`config.mk`:
```
export PLATFORM = sky130hd
export DESIGN_NAME = pipe_top
export DESIGN_NICKNAME = d
export VERILOG_FILES = /design/src/design/ex_pkg.sv /design/src/design/pipe_top.sv /design/src/design/execute.sv /design/src/design/result_select_ex.sv /design/src/design/functional_unit_ex.sv /design/src/design/decode_stage.sv
export SDC_FILE = /design/constraint.sdc
export NUM_CORES = 1
export LEC_CHECK = 0
export BUFFER_PORTS_ARGS = -buffer_cell sky130_fd_sc_hd__buf_2
export CORE_ASPECT_RATIO = 0.9
export CORE_MARGIN = 1.5
export CORE_UTILIZATION = 45
export CTS_CLUSTER_SIZE = 20
export DETAILED_ROUTE_END_ITERATION = 8
export HOLD_SLACK_MARGIN = 0.12
export PLACE_DENSITY_LB_ADDON = 0.3
export SETUP_SLACK_MARGIN = 0.2
export SKIP_CTS_REPAIR_TIMING = 1
export SYNTH_ARGS = -nofsm -noshare
export SYNTH_HDL_FRONTEND = slang
export SYNTH_HIERARCHICAL = 1
export SYNTH_SLANG_ARGS = --single-unit
export TNS_END_PERCENT = 10
```
`constraint.sdc`:
```
create_clock -name CLK -period 10.9 [get_ports CLK]
set_input_delay 1.635 -clock CLK [delete_from_list [all_inputs] [get_ports CLK]]
set_output_delay 1.635 -clock CLK [all_outputs]
set_load 0.01 [all_outputs]
```
`src/design/ex_pkg.sv`:
```
package ex_pkg;

  // micro-op opcodes, as carried on the uop input
  typedef enum logic [3:0] {
    OP_ADD       = 4'h0,
    OP_SUB       = 4'h1,
    OP_AND       = 4'h2,
    OP_OR        = 4'h3,
    OP_XOR       = 4'h4,
    OP_SHL       = 4'h5,
    OP_SHR       = 4'h6,
    OP_CMP       = 4'h7,
    OP_XCHG      = 4'h8,
    OP_CMPXCHG   = 4'h9,
    OP_DEC_COUNT = 4'ha,
    OP_PASS      = 4'hb
  } uop_op_e;

  typedef enum logic [1:0] {
    DS_8  = 2'd0,
    DS_16 = 2'd1,
    DS_32 = 2'd2
  } datasize_e;

  // function select for the ALU and shifter
  typedef enum logic [2:0] {
    ALUK_ADD = 3'd0,
    ALUK_SUB = 3'd1,
    ALUK_AND = 3'd2,
    ALUK_OR  = 3'd3,
    ALUK_XOR = 3'd4,
    ALUK_SHL = 3'd5,
    ALUK_SHR = 3'd6
  } aluk_e;

  // x86 EFLAGS bit positions
  localparam int FLAG_CF = 0;
  localparam int FLAG_ZF = 6;
  localparam int FLAG_SF = 7;
  localparam int FLAG_OF = 11;

  typedef struct packed {
    logic        valid;
    uop_op_e     op;
    datasize_e   datasize;
    logic [2:0]  dr1;
    logic [2:0]  dr2;
    logic [31:0] a;
    logic [31:0] b;
    logic [31:0] c;
  } uop_in_t;

  typedef struct packed {
    aluk_e aluk;
    logic  is_alu;
    logic  is_shift;
    logic  is_xchg;
    logic  is_cmpxchg;
    logic  is_dec_count;
    logic  pass_a;
    logic  ld_gpr1;
    logic  ld_gpr2;
    logic  ld_flags;
  } ex_ctrl_t;

  typedef struct packed {
    logic        valid;
    datasize_e   datasize;
    ex_ctrl_t    ctrl;
    logic [2:0]  dr1;
    logic [2:0]  dr2;
    logic [31:0] a;
    logic [31:0] b;
    logic [31:0] c;
  } ex_latch_t;

  typedef struct packed {
    logic        valid;
    logic        ld_gpr1;
    logic        ld_gpr2;
    logic        ld_flags;
    logic [2:0]  dr1;
    logic [2:0]  dr2;
    logic [31:0] result_a;
    logic [31:0] result_b;
    logic [31:0] flags;
  } wb_latch_t;

  // register and flag writes pending in execute, for the hazard unit
  typedef struct packed {
    logic       v_ld_gpr1;
    logic       v_ld_gpr2;
    logic       v_ld_flags;
    logic [2:0] dr1;
    logic [2:0] dr2;
  } dep_t;

endpackage
```
`src/design/pipe_top.sv`:
```
`timescale 1ns/1ps

module pipe_top #(
  parameter int DATA_W = 32
) (
  input  logic              CLK,
  input  logic              rst_n,
  input  ex_pkg::uop_in_t   uop,
  input  logic              wb_stall,
  output ex_pkg::wb_latch_t wb,
  output ex_pkg::dep_t      dep,
  output logic [31:0]       flags_out
);
  import ex_pkg::*;

  ex_latch_t ex_latch;
  logic      ld_latches;

  // decode latches follow the writeback stall
  decode_stage u_decode_stage (
    .CLK        (CLK),
    .rst_n      (rst_n),
    .uop        (uop),
    .ld_latches (ld_latches),
    .ex_latch   (ex_latch)
  );

  execute #(.DATA_W(DATA_W)) u_execute (
    .CLK        (CLK),
    .rst_n      (rst_n),
    .ex_latch   (ex_latch),
    .wb_stall   (wb_stall),
    .ld_latches (ld_latches),
    .wb         (wb),
    .dep        (dep),
    .flags_out  (flags_out)
  );

endmodule

```
`src/design/execute.sv`:
```
`timescale 1ns/1ps

module execute #(
  parameter int DATA_W = 32
) (
  input  logic              CLK,
  input  logic              rst_n,
  input  ex_pkg::ex_latch_t ex_latch,
  input  logic              wb_stall,
  output logic              ld_latches,
  output ex_pkg::wb_latch_t wb,
  output ex_pkg::dep_t      dep,
  output logic [31:0]       flags_out
);
  import ex_pkg::*;

  logic [31:0]       size_mask;
  logic [31:0]       a_sz;
  logic [31:0]       b_sz;
  logic [31:0]       op_a;
  logic [31:0]       op_b;
  logic [DATA_W-1:0] fu_alu_result;
  logic [DATA_W-1:0] fu_shift_result;
  logic [DATA_W-1:0] fu_count_m1;
  logic [31:0]       alu_flags;
  logic [31:0]       shift_flags;
  logic [31:0]       result_a;
  logic [31:0]       result_b;
  logic [31:0]       new_flags;
  logic              ld_gpr1;
  logic              ld_gpr2;
  logic              v_ld_gpr1;
  logic              v_ld_gpr2;
  logic              v_ld_flags;
  logic              wb_valid_q;
  logic [2:0]        wb_ld_q;
  logic [2:0]        wb_dr1_q;
  logic [2:0]        wb_dr2_q;
  logic [31:0]       wb_result_a_q;
  logic [31:0]       wb_result_b_q;
  logic [31:0]       wb_flags_q;
  logic [31:0]       flags_q;

  always_comb begin
    case (ex_latch.datasize)
      DS_8:    size_mask = 32'h0000_00ff;
      DS_16:   size_mask = 32'h0000_ffff;
      default: size_mask = 32'hffff_ffff;
    endcase
  end

  assign a_sz = ex_latch.a & size_mask;
  assign b_sz = ex_latch.b & size_mask;
  // cmpxchg subtracts the destination from the accumulator in c
  assign op_a = ex_latch.ctrl.is_cmpxchg ? (ex_latch.c & size_mask) : a_sz;
  assign op_b = ex_latch.ctrl.is_cmpxchg ? a_sz : b_sz;

  functional_unit_ex #(.DATA_W(DATA_W)) u_functional_unit_ex (
    .a               (DATA_W'(op_a)),
    .b               (DATA_W'(op_b)),
    .c               (DATA_W'(ex_latch.c)),
    .aluk            (ex_latch.ctrl.aluk),
    .datasize        (ex_latch.datasize),
    .flags_in        (flags_q),
    .alu_result      (fu_alu_result),
    .alu_flags       (alu_flags),
    .shift_result    (fu_shift_result),
    .shift_flags     (shift_flags),
    .count_minus_one (fu_count_m1)
  );

  result_select_ex u_result_select_ex (
    .ctrl            (ex_latch.ctrl),
    .a               (a_sz),
    .b               (b_sz),
    .c               (ex_latch.c),
    .alu_result      (32'(fu_alu_result)),
    .alu_flags       (alu_flags),
    .shift_result    (32'(fu_shift_result)),
    .shift_flags     (shift_flags),
    .count_minus_one (32'(fu_count_m1)),
    .flags_in        (flags_q),
    .result_a        (result_a),
    .result_b        (result_b),
    .flags           (new_flags)
  );

  // cmpxchg: equal writes b to dr1, otherwise the old dest goes to dr2
  assign ld_gpr1 = ex_latch.ctrl.is_cmpxchg ? alu_flags[FLAG_ZF] : ex_latch.ctrl.ld_gpr1;
  assign ld_gpr2 = ex_latch.ctrl.is_cmpxchg ? !alu_flags[FLAG_ZF] : ex_latch.ctrl.ld_gpr2;

  assign v_ld_gpr1  = ex_latch.valid & ld_gpr1;
  assign v_ld_gpr2  = ex_latch.valid & ld_gpr2;
  assign v_ld_flags = ex_latch.valid & ex_latch.ctrl.ld_flags;

  assign dep = '{v_ld_gpr1:  v_ld_gpr1,
                 v_ld_gpr2:  v_ld_gpr2,
                 v_ld_flags: v_ld_flags,
                 dr1:        ex_latch.dr1,
                 dr2:        ex_latch.dr2};

  // one stall freezes decode and writeback latches together
  assign ld_latches = !wb_stall;

  always_ff @(posedge CLK or negedge rst_n) begin
    if (!rst_n) begin
      wb_valid_q <= 1'b0;
      wb_ld_q    <= 3'b000;
      flags_q    <= 32'h0;
    end else if (!wb_stall) begin
      wb_valid_q <= ex_latch.valid;
      wb_ld_q    <= {v_ld_gpr1, v_ld_gpr2, v_ld_flags};
      if (v_ld_flags) begin
        flags_q <= new_flags;
      end
    end
  end

  always_ff @(posedge CLK) begin
    if (!wb_stall) begin
      wb_dr1_q      <= ex_latch.dr1;
      wb_dr2_q      <= ex_latch.dr2;
      wb_result_a_q <= result_a;
      wb_result_b_q <= result_b;
      wb_flags_q    <= new_flags;
    end
  end

  assign wb = '{valid:    wb_valid_q,
                ld_gpr1:  wb_ld_q[2],
                ld_gpr2:  wb_ld_q[1],
                ld_flags: wb_ld_q[0],
                dr1:      wb_dr1_q,
                dr2:      wb_dr2_q,
                result_a: wb_result_a_q,
                result_b: wb_result_b_q,
                flags:    wb_flags_q};

  assign flags_out = flags_q;

endmodule

```
`src/design/result_select_ex.sv`:
```
`timescale 1ns/1ps

module result_select_ex (
  input  ex_pkg::ex_ctrl_t ctrl,
  input  logic [31:0]      a,
  input  logic [31:0]      b,
  input  logic [31:0]      c,
  input  logic [31:0]      alu_result,
  input  logic [31:0]      alu_flags,
  input  logic [31:0]      shift_result,
  input  logic [31:0]      shift_flags,
  input  logic [31:0]      count_minus_one,
  input  logic [31:0]      flags_in,
  output logic [31:0]      result_a,
  output logic [31:0]      result_b,
  output logic [31:0]      flags
);

  always_comb begin
    if (ctrl.is_shift) begin
      result_a = shift_result;
    end else if (ctrl.is_xchg || ctrl.is_cmpxchg) begin
      // source goes to the destination register
      result_a = b;
    end else if (ctrl.is_dec_count) begin
      result_a = count_minus_one;
    end else if (ctrl.pass_a) begin
      result_a = a;
    end else begin
      result_a = alu_result;
    end
  end

  // old destination goes back through the second write port
  assign result_b = (ctrl.is_xchg || ctrl.is_cmpxchg) ? a : c;

  always_comb begin
    if (ctrl.is_alu) begin
      flags = alu_flags;
    end else if (ctrl.is_shift) begin
      flags = shift_flags;
    end else begin
      flags = flags_in;
    end
  end

endmodule

```
`src/design/functional_unit_ex.sv`:
```
`timescale 1ns/1ps

module functional_unit_ex #(
  parameter int DATA_W = 32
) (
  input  logic [DATA_W-1:0] a,
  input  logic [DATA_W-1:0] b,
  input  logic [DATA_W-1:0] c,
  input  logic [2:0]        aluk,
  input  ex_pkg::datasize_e datasize,
  input  logic [31:0]       flags_in,
  output logic [DATA_W-1:0] alu_result,
  output logic [31:0]       alu_flags,
  output logic [DATA_W-1:0] shift_result,
  output logic [31:0]       shift_flags,
  output logic [DATA_W-1:0] count_minus_one
);
  import ex_pkg::*;

  int                width;
  logic [DATA_W-1:0] mask;
  logic [DATA_W:0]   alu_full;
  logic [DATA_W:0]   shl_full;
  logic [DATA_W:0]   shr_full;
  logic [DATA_W-1:0] shift_raw;
  logic              shift_cf;
  logic [4:0]        shamt;
  logic              sign_a;
  logic              sign_b;
  logic              sign_r;

  // operand width, capped at the datapath
  always_comb begin
    case (datasize)
      DS_8:    width = 8;
      DS_16:   width = 16;
      default: width = 32;
    endcase
    if (width > DATA_W) begin
      width = DATA_W;
    end
  end

  assign mask = {DATA_W{1'b1}} >> (DATA_W - width);

  // operands arrive zero-extended above width, so bit [width] is carry/borrow
  always_comb begin
    case (aluk)
      ALUK_ADD: alu_full = {1'b0, a} + {1'b0, b};
      ALUK_SUB: alu_full = {1'b0, a} - {1'b0, b};
      ALUK_AND: alu_full = {1'b0, a & b};
      ALUK_OR:  alu_full = {1'b0, a | b};
      ALUK_XOR: alu_full = {1'b0, a ^ b};
      default:  alu_full = '0;
    endcase
  end

  assign alu_result = alu_full[DATA_W-1:0] & mask;
  assign sign_a     = a[width-1];
  assign sign_b     = b[width-1];
  assign sign_r     = alu_result[width-1];

  always_comb begin
    alu_flags          = flags_in;
    alu_flags[FLAG_ZF] = (alu_result == '0);
    alu_flags[FLAG_SF] = sign_r;
    // logic ops clear CF and OF
    alu_flags[FLAG_CF] = 1'b0;
    alu_flags[FLAG_OF] = 1'b0;
    if (aluk == ALUK_ADD) begin
      alu_flags[FLAG_CF] = alu_full[width];
      alu_flags[FLAG_OF] = (sign_a == sign_b) && (sign_r != sign_a);
    end else if (aluk == ALUK_SUB) begin
      alu_flags[FLAG_CF] = alu_full[width];
      alu_flags[FLAG_OF] = (sign_a != sign_b) && (sign_r != sign_a);
    end
  end

  assign shamt    = b[4:0];
  assign shl_full = {1'b0, a} << shamt;
  // extra low bit catches the last bit shifted out to the right
  assign shr_full = {a, 1'b0} >> shamt;

  always_comb begin
    if (aluk == ALUK_SHR) begin
      shift_raw = shr_full[DATA_W:1];
      shift_cf  = shr_full[0];
    end else begin
      shift_raw = shl_full[DATA_W-1:0];
      shift_cf  = shl_full[width];
    end
  end

  assign shift_result = shift_raw & mask;

  // OF is left as it was
  always_comb begin
    shift_flags = flags_in;
    if (shamt != 5'd0) begin
      shift_flags[FLAG_CF] = shift_cf;
      shift_flags[FLAG_ZF] = (shift_result == '0);
      shift_flags[FLAG_SF] = shift_result[width-1];
    end
  end

  assign count_minus_one = c - DATA_W'(1);

endmodule

```
`src/design/decode_stage.sv`:
```
`timescale 1ns/1ps

module decode_stage (
  input  logic              CLK,
  input  logic              rst_n,
  input  ex_pkg::uop_in_t   uop,
  input  logic              ld_latches,
  output ex_pkg::ex_latch_t ex_latch
);
  import ex_pkg::*;

  ex_ctrl_t    ctrl;
  ex_ctrl_t    ctrl_q;
  logic        valid_q;
  datasize_e   datasize_q;
  logic [2:0]  dr1_q;
  logic [2:0]  dr2_q;
  logic [31:0] a_q;
  logic [31:0] b_q;
  logic [31:0] c_q;

  always_comb begin
    ctrl = '0;
    case (uop.op)
      OP_ADD, OP_SUB, OP_AND, OP_OR, OP_XOR, OP_CMP: ctrl.is_alu = 1'b1;
      OP_SHL, OP_SHR:                                ctrl.is_shift = 1'b1;
      OP_XCHG:                                       ctrl.is_xchg = 1'b1;
      OP_CMPXCHG:                                    ctrl.is_cmpxchg = 1'b1;
      OP_DEC_COUNT:                                  ctrl.is_dec_count = 1'b1;
      OP_PASS:                                       ctrl.pass_a = 1'b1;
      default:                                       ctrl.is_alu = 1'b0;
    endcase

    // compare ops run the subtractor
    case (uop.op)
      OP_SUB, OP_CMP, OP_CMPXCHG: ctrl.aluk = ALUK_SUB;
      OP_AND:                     ctrl.aluk = ALUK_AND;
      OP_OR:                      ctrl.aluk = ALUK_OR;
      OP_XOR:                     ctrl.aluk = ALUK_XOR;
      OP_SHL:                     ctrl.aluk = ALUK_SHL;
      OP_SHR:                     ctrl.aluk = ALUK_SHR;
      default:                    ctrl.aluk = ALUK_ADD;
    endcase

    // cmp only writes flags
    ctrl.ld_gpr1 = (ctrl.is_alu & (uop.op != OP_CMP)) | ctrl.is_shift | ctrl.is_xchg |
                   ctrl.is_cmpxchg | ctrl.is_dec_count | ctrl.pass_a;
    // cmpxchg picks one of the two in execute
    ctrl.ld_gpr2  = ctrl.is_xchg | ctrl.is_cmpxchg;
    ctrl.ld_flags = ctrl.is_alu | ctrl.is_shift;
  end

  always_ff @(posedge CLK or negedge rst_n) begin
    if (!rst_n) begin
      valid_q <= 1'b0;
      ctrl_q  <= '0;
    end else if (ld_latches) begin
      valid_q <= uop.valid;
      ctrl_q  <= ctrl;
    end
  end

  always_ff @(posedge CLK) begin
    if (ld_latches) begin
      datasize_q <= uop.datasize;
      dr1_q      <= uop.dr1;
      dr2_q      <= uop.dr2;
      a_q        <= uop.a;
      b_q        <= uop.b;
      c_q        <= uop.c;
    end
  end

  assign ex_latch = '{valid:    valid_q,
                      datasize: datasize_q,
                      ctrl:     ctrl_q,
                      dr1:      dr1_q,
                      dr2:      dr2_q,
                      a:        a_q,
                      b:        b_q,
                      c:        c_q};

endmodule

```
==> results.json <==
{
  "required_ns": 9.27,
  "wl_per_cell_um": 25.1,
  "clockBufferDepth": 3,
  "setup_violations": 0,
  "synth_top_cell_by_area": "edfxtp_1",
  "slew_violations": 0,
  "met3_usage_pct": 4.01,
  "dp_hpwl_mm": 57.0,
  "drc": 0,
  "drt_iter0_drc": 2184,
  "core-area_mm2": 0.0476,
  "pwr-share-seq_pct": 34.5,
  "syn-num-nets": 2506,
  "worstHoldPathType": "register to register",
  "grt_max_degree": 147,
  "final.min_clock_period_ns": 9.52,
  "place_area_mm2": 0.0228,
  "synth_ff_type": "edfxtp_1",
  "mostFrequentLayoutCells": "nand2_1 (283), buf_2 (258), edfxtp_1 (206)",
  "nets": 2610,
  "antenna_found_initial": 5,
  "wl_mm": 76.4,
  "ys_types": 94,
  "fin_ws_ns": 1.38,
  "first_pass_iters": 6,
  "overflow": 0,
  "r2r_cells": 22,
  "gp_congestion": 1.04,
  "slew-limit-headroom_pct": 9.83,
  "vias": 19000,
  "avgViaCountPerCell": 6.24,
  "grt_pass1_vias": 17900,
  "row_count": 76,
  "synthTopCellsByArea": "edfxtp_1 (29%), mux2i_1 (6.1%), ha_1 (5.9%)",
  "clk_pin_slew_ns": 0.06,
  "rsz0062_at_grt": "no",
  "ys_async_sr_fraction_pct": 19.2,
  "final_hold_viol_count": 0,
  "portBuffers": 258,
  "cts_tree": "yes",
  "synth_edf_count": 206,
  "startpoint": "u_decode_stage/ex_latch[107]",
  "powerDensity_mw_per_mm2": 151,
  "drv_cap": 0,
  "p_leak_nw": 9.68,
  "setup_tns_ns": 0,
  "synth_warnings": 6,
  "cts_made_buffers": 28,
  "min-delay-start": "u_decode_stage/dr2_q[2]",
  "r2r-start": "u_decode_stage/ex_latch[107]",
  "ioPinCount": 259,
  "status": "finished clean",
  "netSwitchingPower_mw": 1.33,
  "synth.top_cell.area_share_pct": 28.6,
  "die_x_um": 234,
  "crit_fanout": 29,
  "critPathKind": "register to output pin",
  "arrival_ns": 7.88,
  "grt_util_all_layers_pct": 30.2,
  "initial_utilization_pct": 45.5,
  "area_delta_synth_final_pct": 9.17,
  "switching_share_pct": 37.5,
  "fin_area_mm2": 0.0236,
  "die_h_um": 211,
  "place_ws_ns": 2.10,
  "power_frac_comb_pct": 39.5,
  "synth_seq_cells": 255,
  "vdd_drop_max_uv": 113,
  "cp-end-kind": "output pin",
  "fin_skew_ns": 0.0172,
  "whs_path_depth": 0,
  "antenna_left": 0,
  "syn-mean-instance-area_um2": 9.45,
  "finalCritPeriodShare_pct": 87.3,
  "grt_pass1_wl_mm": 113,
  "tightest_slew_ns": 1.34,
  "internal-power_mw": 2.23,
  "met1_usage_pct": 44.8,
  "max_freq_mhz": 105,
  "die-area_mm2": 0.0495,
  "power_frac_clock_pct": 26.0,
  "worstSetupStartpointType": "register",
  "cts_root_buf": "clkbuf_16",
  "clkLatencyLatePin_ns": 0.58,
  "grt_util_met2_pct": 44.8,
  "final_util_pct": 49.6,
  "drive_gt1_share_pct": 21.4,
  "busiest_layer": "met2",
  "synth.cell_area_mm2": 0.0217,
  "layout.cells.most_common": "nand2_1",
  "htreeDepth": 1,
  "ys_seq_area_share_pct": 34.2,
  "syn_inst": 2291,
  "cts_sinks": 255
}
cell type report:
| class | count | area (um2) |
|---|---|---|
| diodes | 1 | 2.50 |
| flip-flops and latches | 255 | 7420 |
| clock buffers | 40 | 786 |
| multi-input cells | 1725 | 12600 |
| well taps | 624 | 781 |
| inverters | 88 | 338 |
| clock inverters | 12 | 103 |
| repair buffers | 297 | 1580 |
| fillers | 4373 | 24000 |
critical path, cell delays in order, from the launching register on:
cell and delay [ns]:
dfrtp_4 0.66, mux2_2 0.40, inv_2 0.46, ha_1 0.28, nor3b_1 0.28, nand2_1 0.24, nor3_1 0.40, a31oi_1 0.17
xnor2_1 0.16, ha_1 0.46, nand4_1 0.19, a2111oi_0 0.36, o21ai_0 0.41, and4_1 0.34, a221oi_1 0.24, o41ai_1 0.12
buf_4 0.18, a211o_1 0.28, nor4_1 0.23, nand4b_1 0.16, nor4b_2 0.69, mux2i_1 0.20, and2_1 0.21, buf_2 0.13
stage by stage:
stage | instances | hold slack (ns) | total power [mW]
after floorplan | 2291 | 0.428 | 2.16
after global placement | 2989 | 0.424 | 2.61
after detailed placement | 2989 | 0.429 | 2.61
after CTS | 3041 | 0.438 | 3.54
after global routing | 3041 | 0.460 | 3.71
final | 3042 | 0.438 | 3.56
synth_stat cells, drive strengths merged (9+ instances only):
cell,n
nand2,284
edfxtp,206
nor2,141
mux2,136
mux2i,131
buf,127
o21ai,119
ha,102
clkbuf,94
inv,87
a21oi,85
nor2b,62
o22ai,55
xnor2,55
dfrtp,49
a22oi,47
and2,43
nor3,40
a221o,37
nor3b,33
nand3,23
a31oi,21
xor2,21
or3,19
o211ai,18
nand2b,17
mux4,14
o22a,14
a211oi,13
and3,13
nor4,11
nand4,10
o21a,10
a21o,9
o221ai,9
o31ai,9
o41ai,9
power by group through the flow:
stage	logic, mW	clock network, mW	registers (mW)
floorplan	0.917	0	1.24
global placement	1.37	0	1.25
detailed placement	1.36	0	1.25
CTS	1.37	0.948	1.23
global route	1.49	0.977	1.24
finish	1.41	0.925	1.23
worst paths after layout:
path	end	slack, ns
setup / recovery	dep[7]	1.38
hold reg to reg	u_execute/wb_dr2_q[2]	0.44
hold / removal	u_execute/wb_dr2_q[2]	0.44
max in group asynchronous	u_decode_stage/ex_latch[109]	9.13
setup reg to reg	u_execute/flags_out[11]	3.48
min in group asynchronous	u_execute/flags_out[18]	1.19
registers in the layout, indices dropped and copies added, names as in the netlist:
| register | count |
|---|---|
| u_decode_stage/a_q | 32 |
| u_decode_stage/b_q | 32 |
| u_decode_stage/c_q | 32 |
| u_decode_stage/datasize_q | 2 |
| u_decode_stage/dr1_q | 3 |
| u_decode_stage/dr2_q | 3 |
| u_decode_stage/ex_latch | 12 |
| u_decode_stage/valid_q | 1 |
| u_execute/flags_out | 32 |
| u_execute/wb_dr1_q | 3 |
| u_execute/wb_dr2_q | 3 |
| u_execute/wb_flags_q | 32 |
| u_execute/wb_ld_q | 3 |
| u_execute/wb_result_a_q | 32 |
| u_execute/wb_result_b_q | 32 |
| u_execute/wb_valid_q | 1 |
kinds of logic after synthesis:
group	synth area share [%]
adder cells (fa/ha/maj)	5.99
multiplexers	15.6
buffers and inverters	7.60
flip-flops	34.2
XOR/XNOR	3.07
AO/OA/AOI/OAI	17.1
AND/OR/NAND/NOR	16.4
per-layer routing:
metal	wire length, um	vias to the layer above
met3	6230	164
met1	34200	9225
met4	2810	2
met5	13	-
li1	-	8626
met2	33200	957
(Power assumes the default switching activity.)
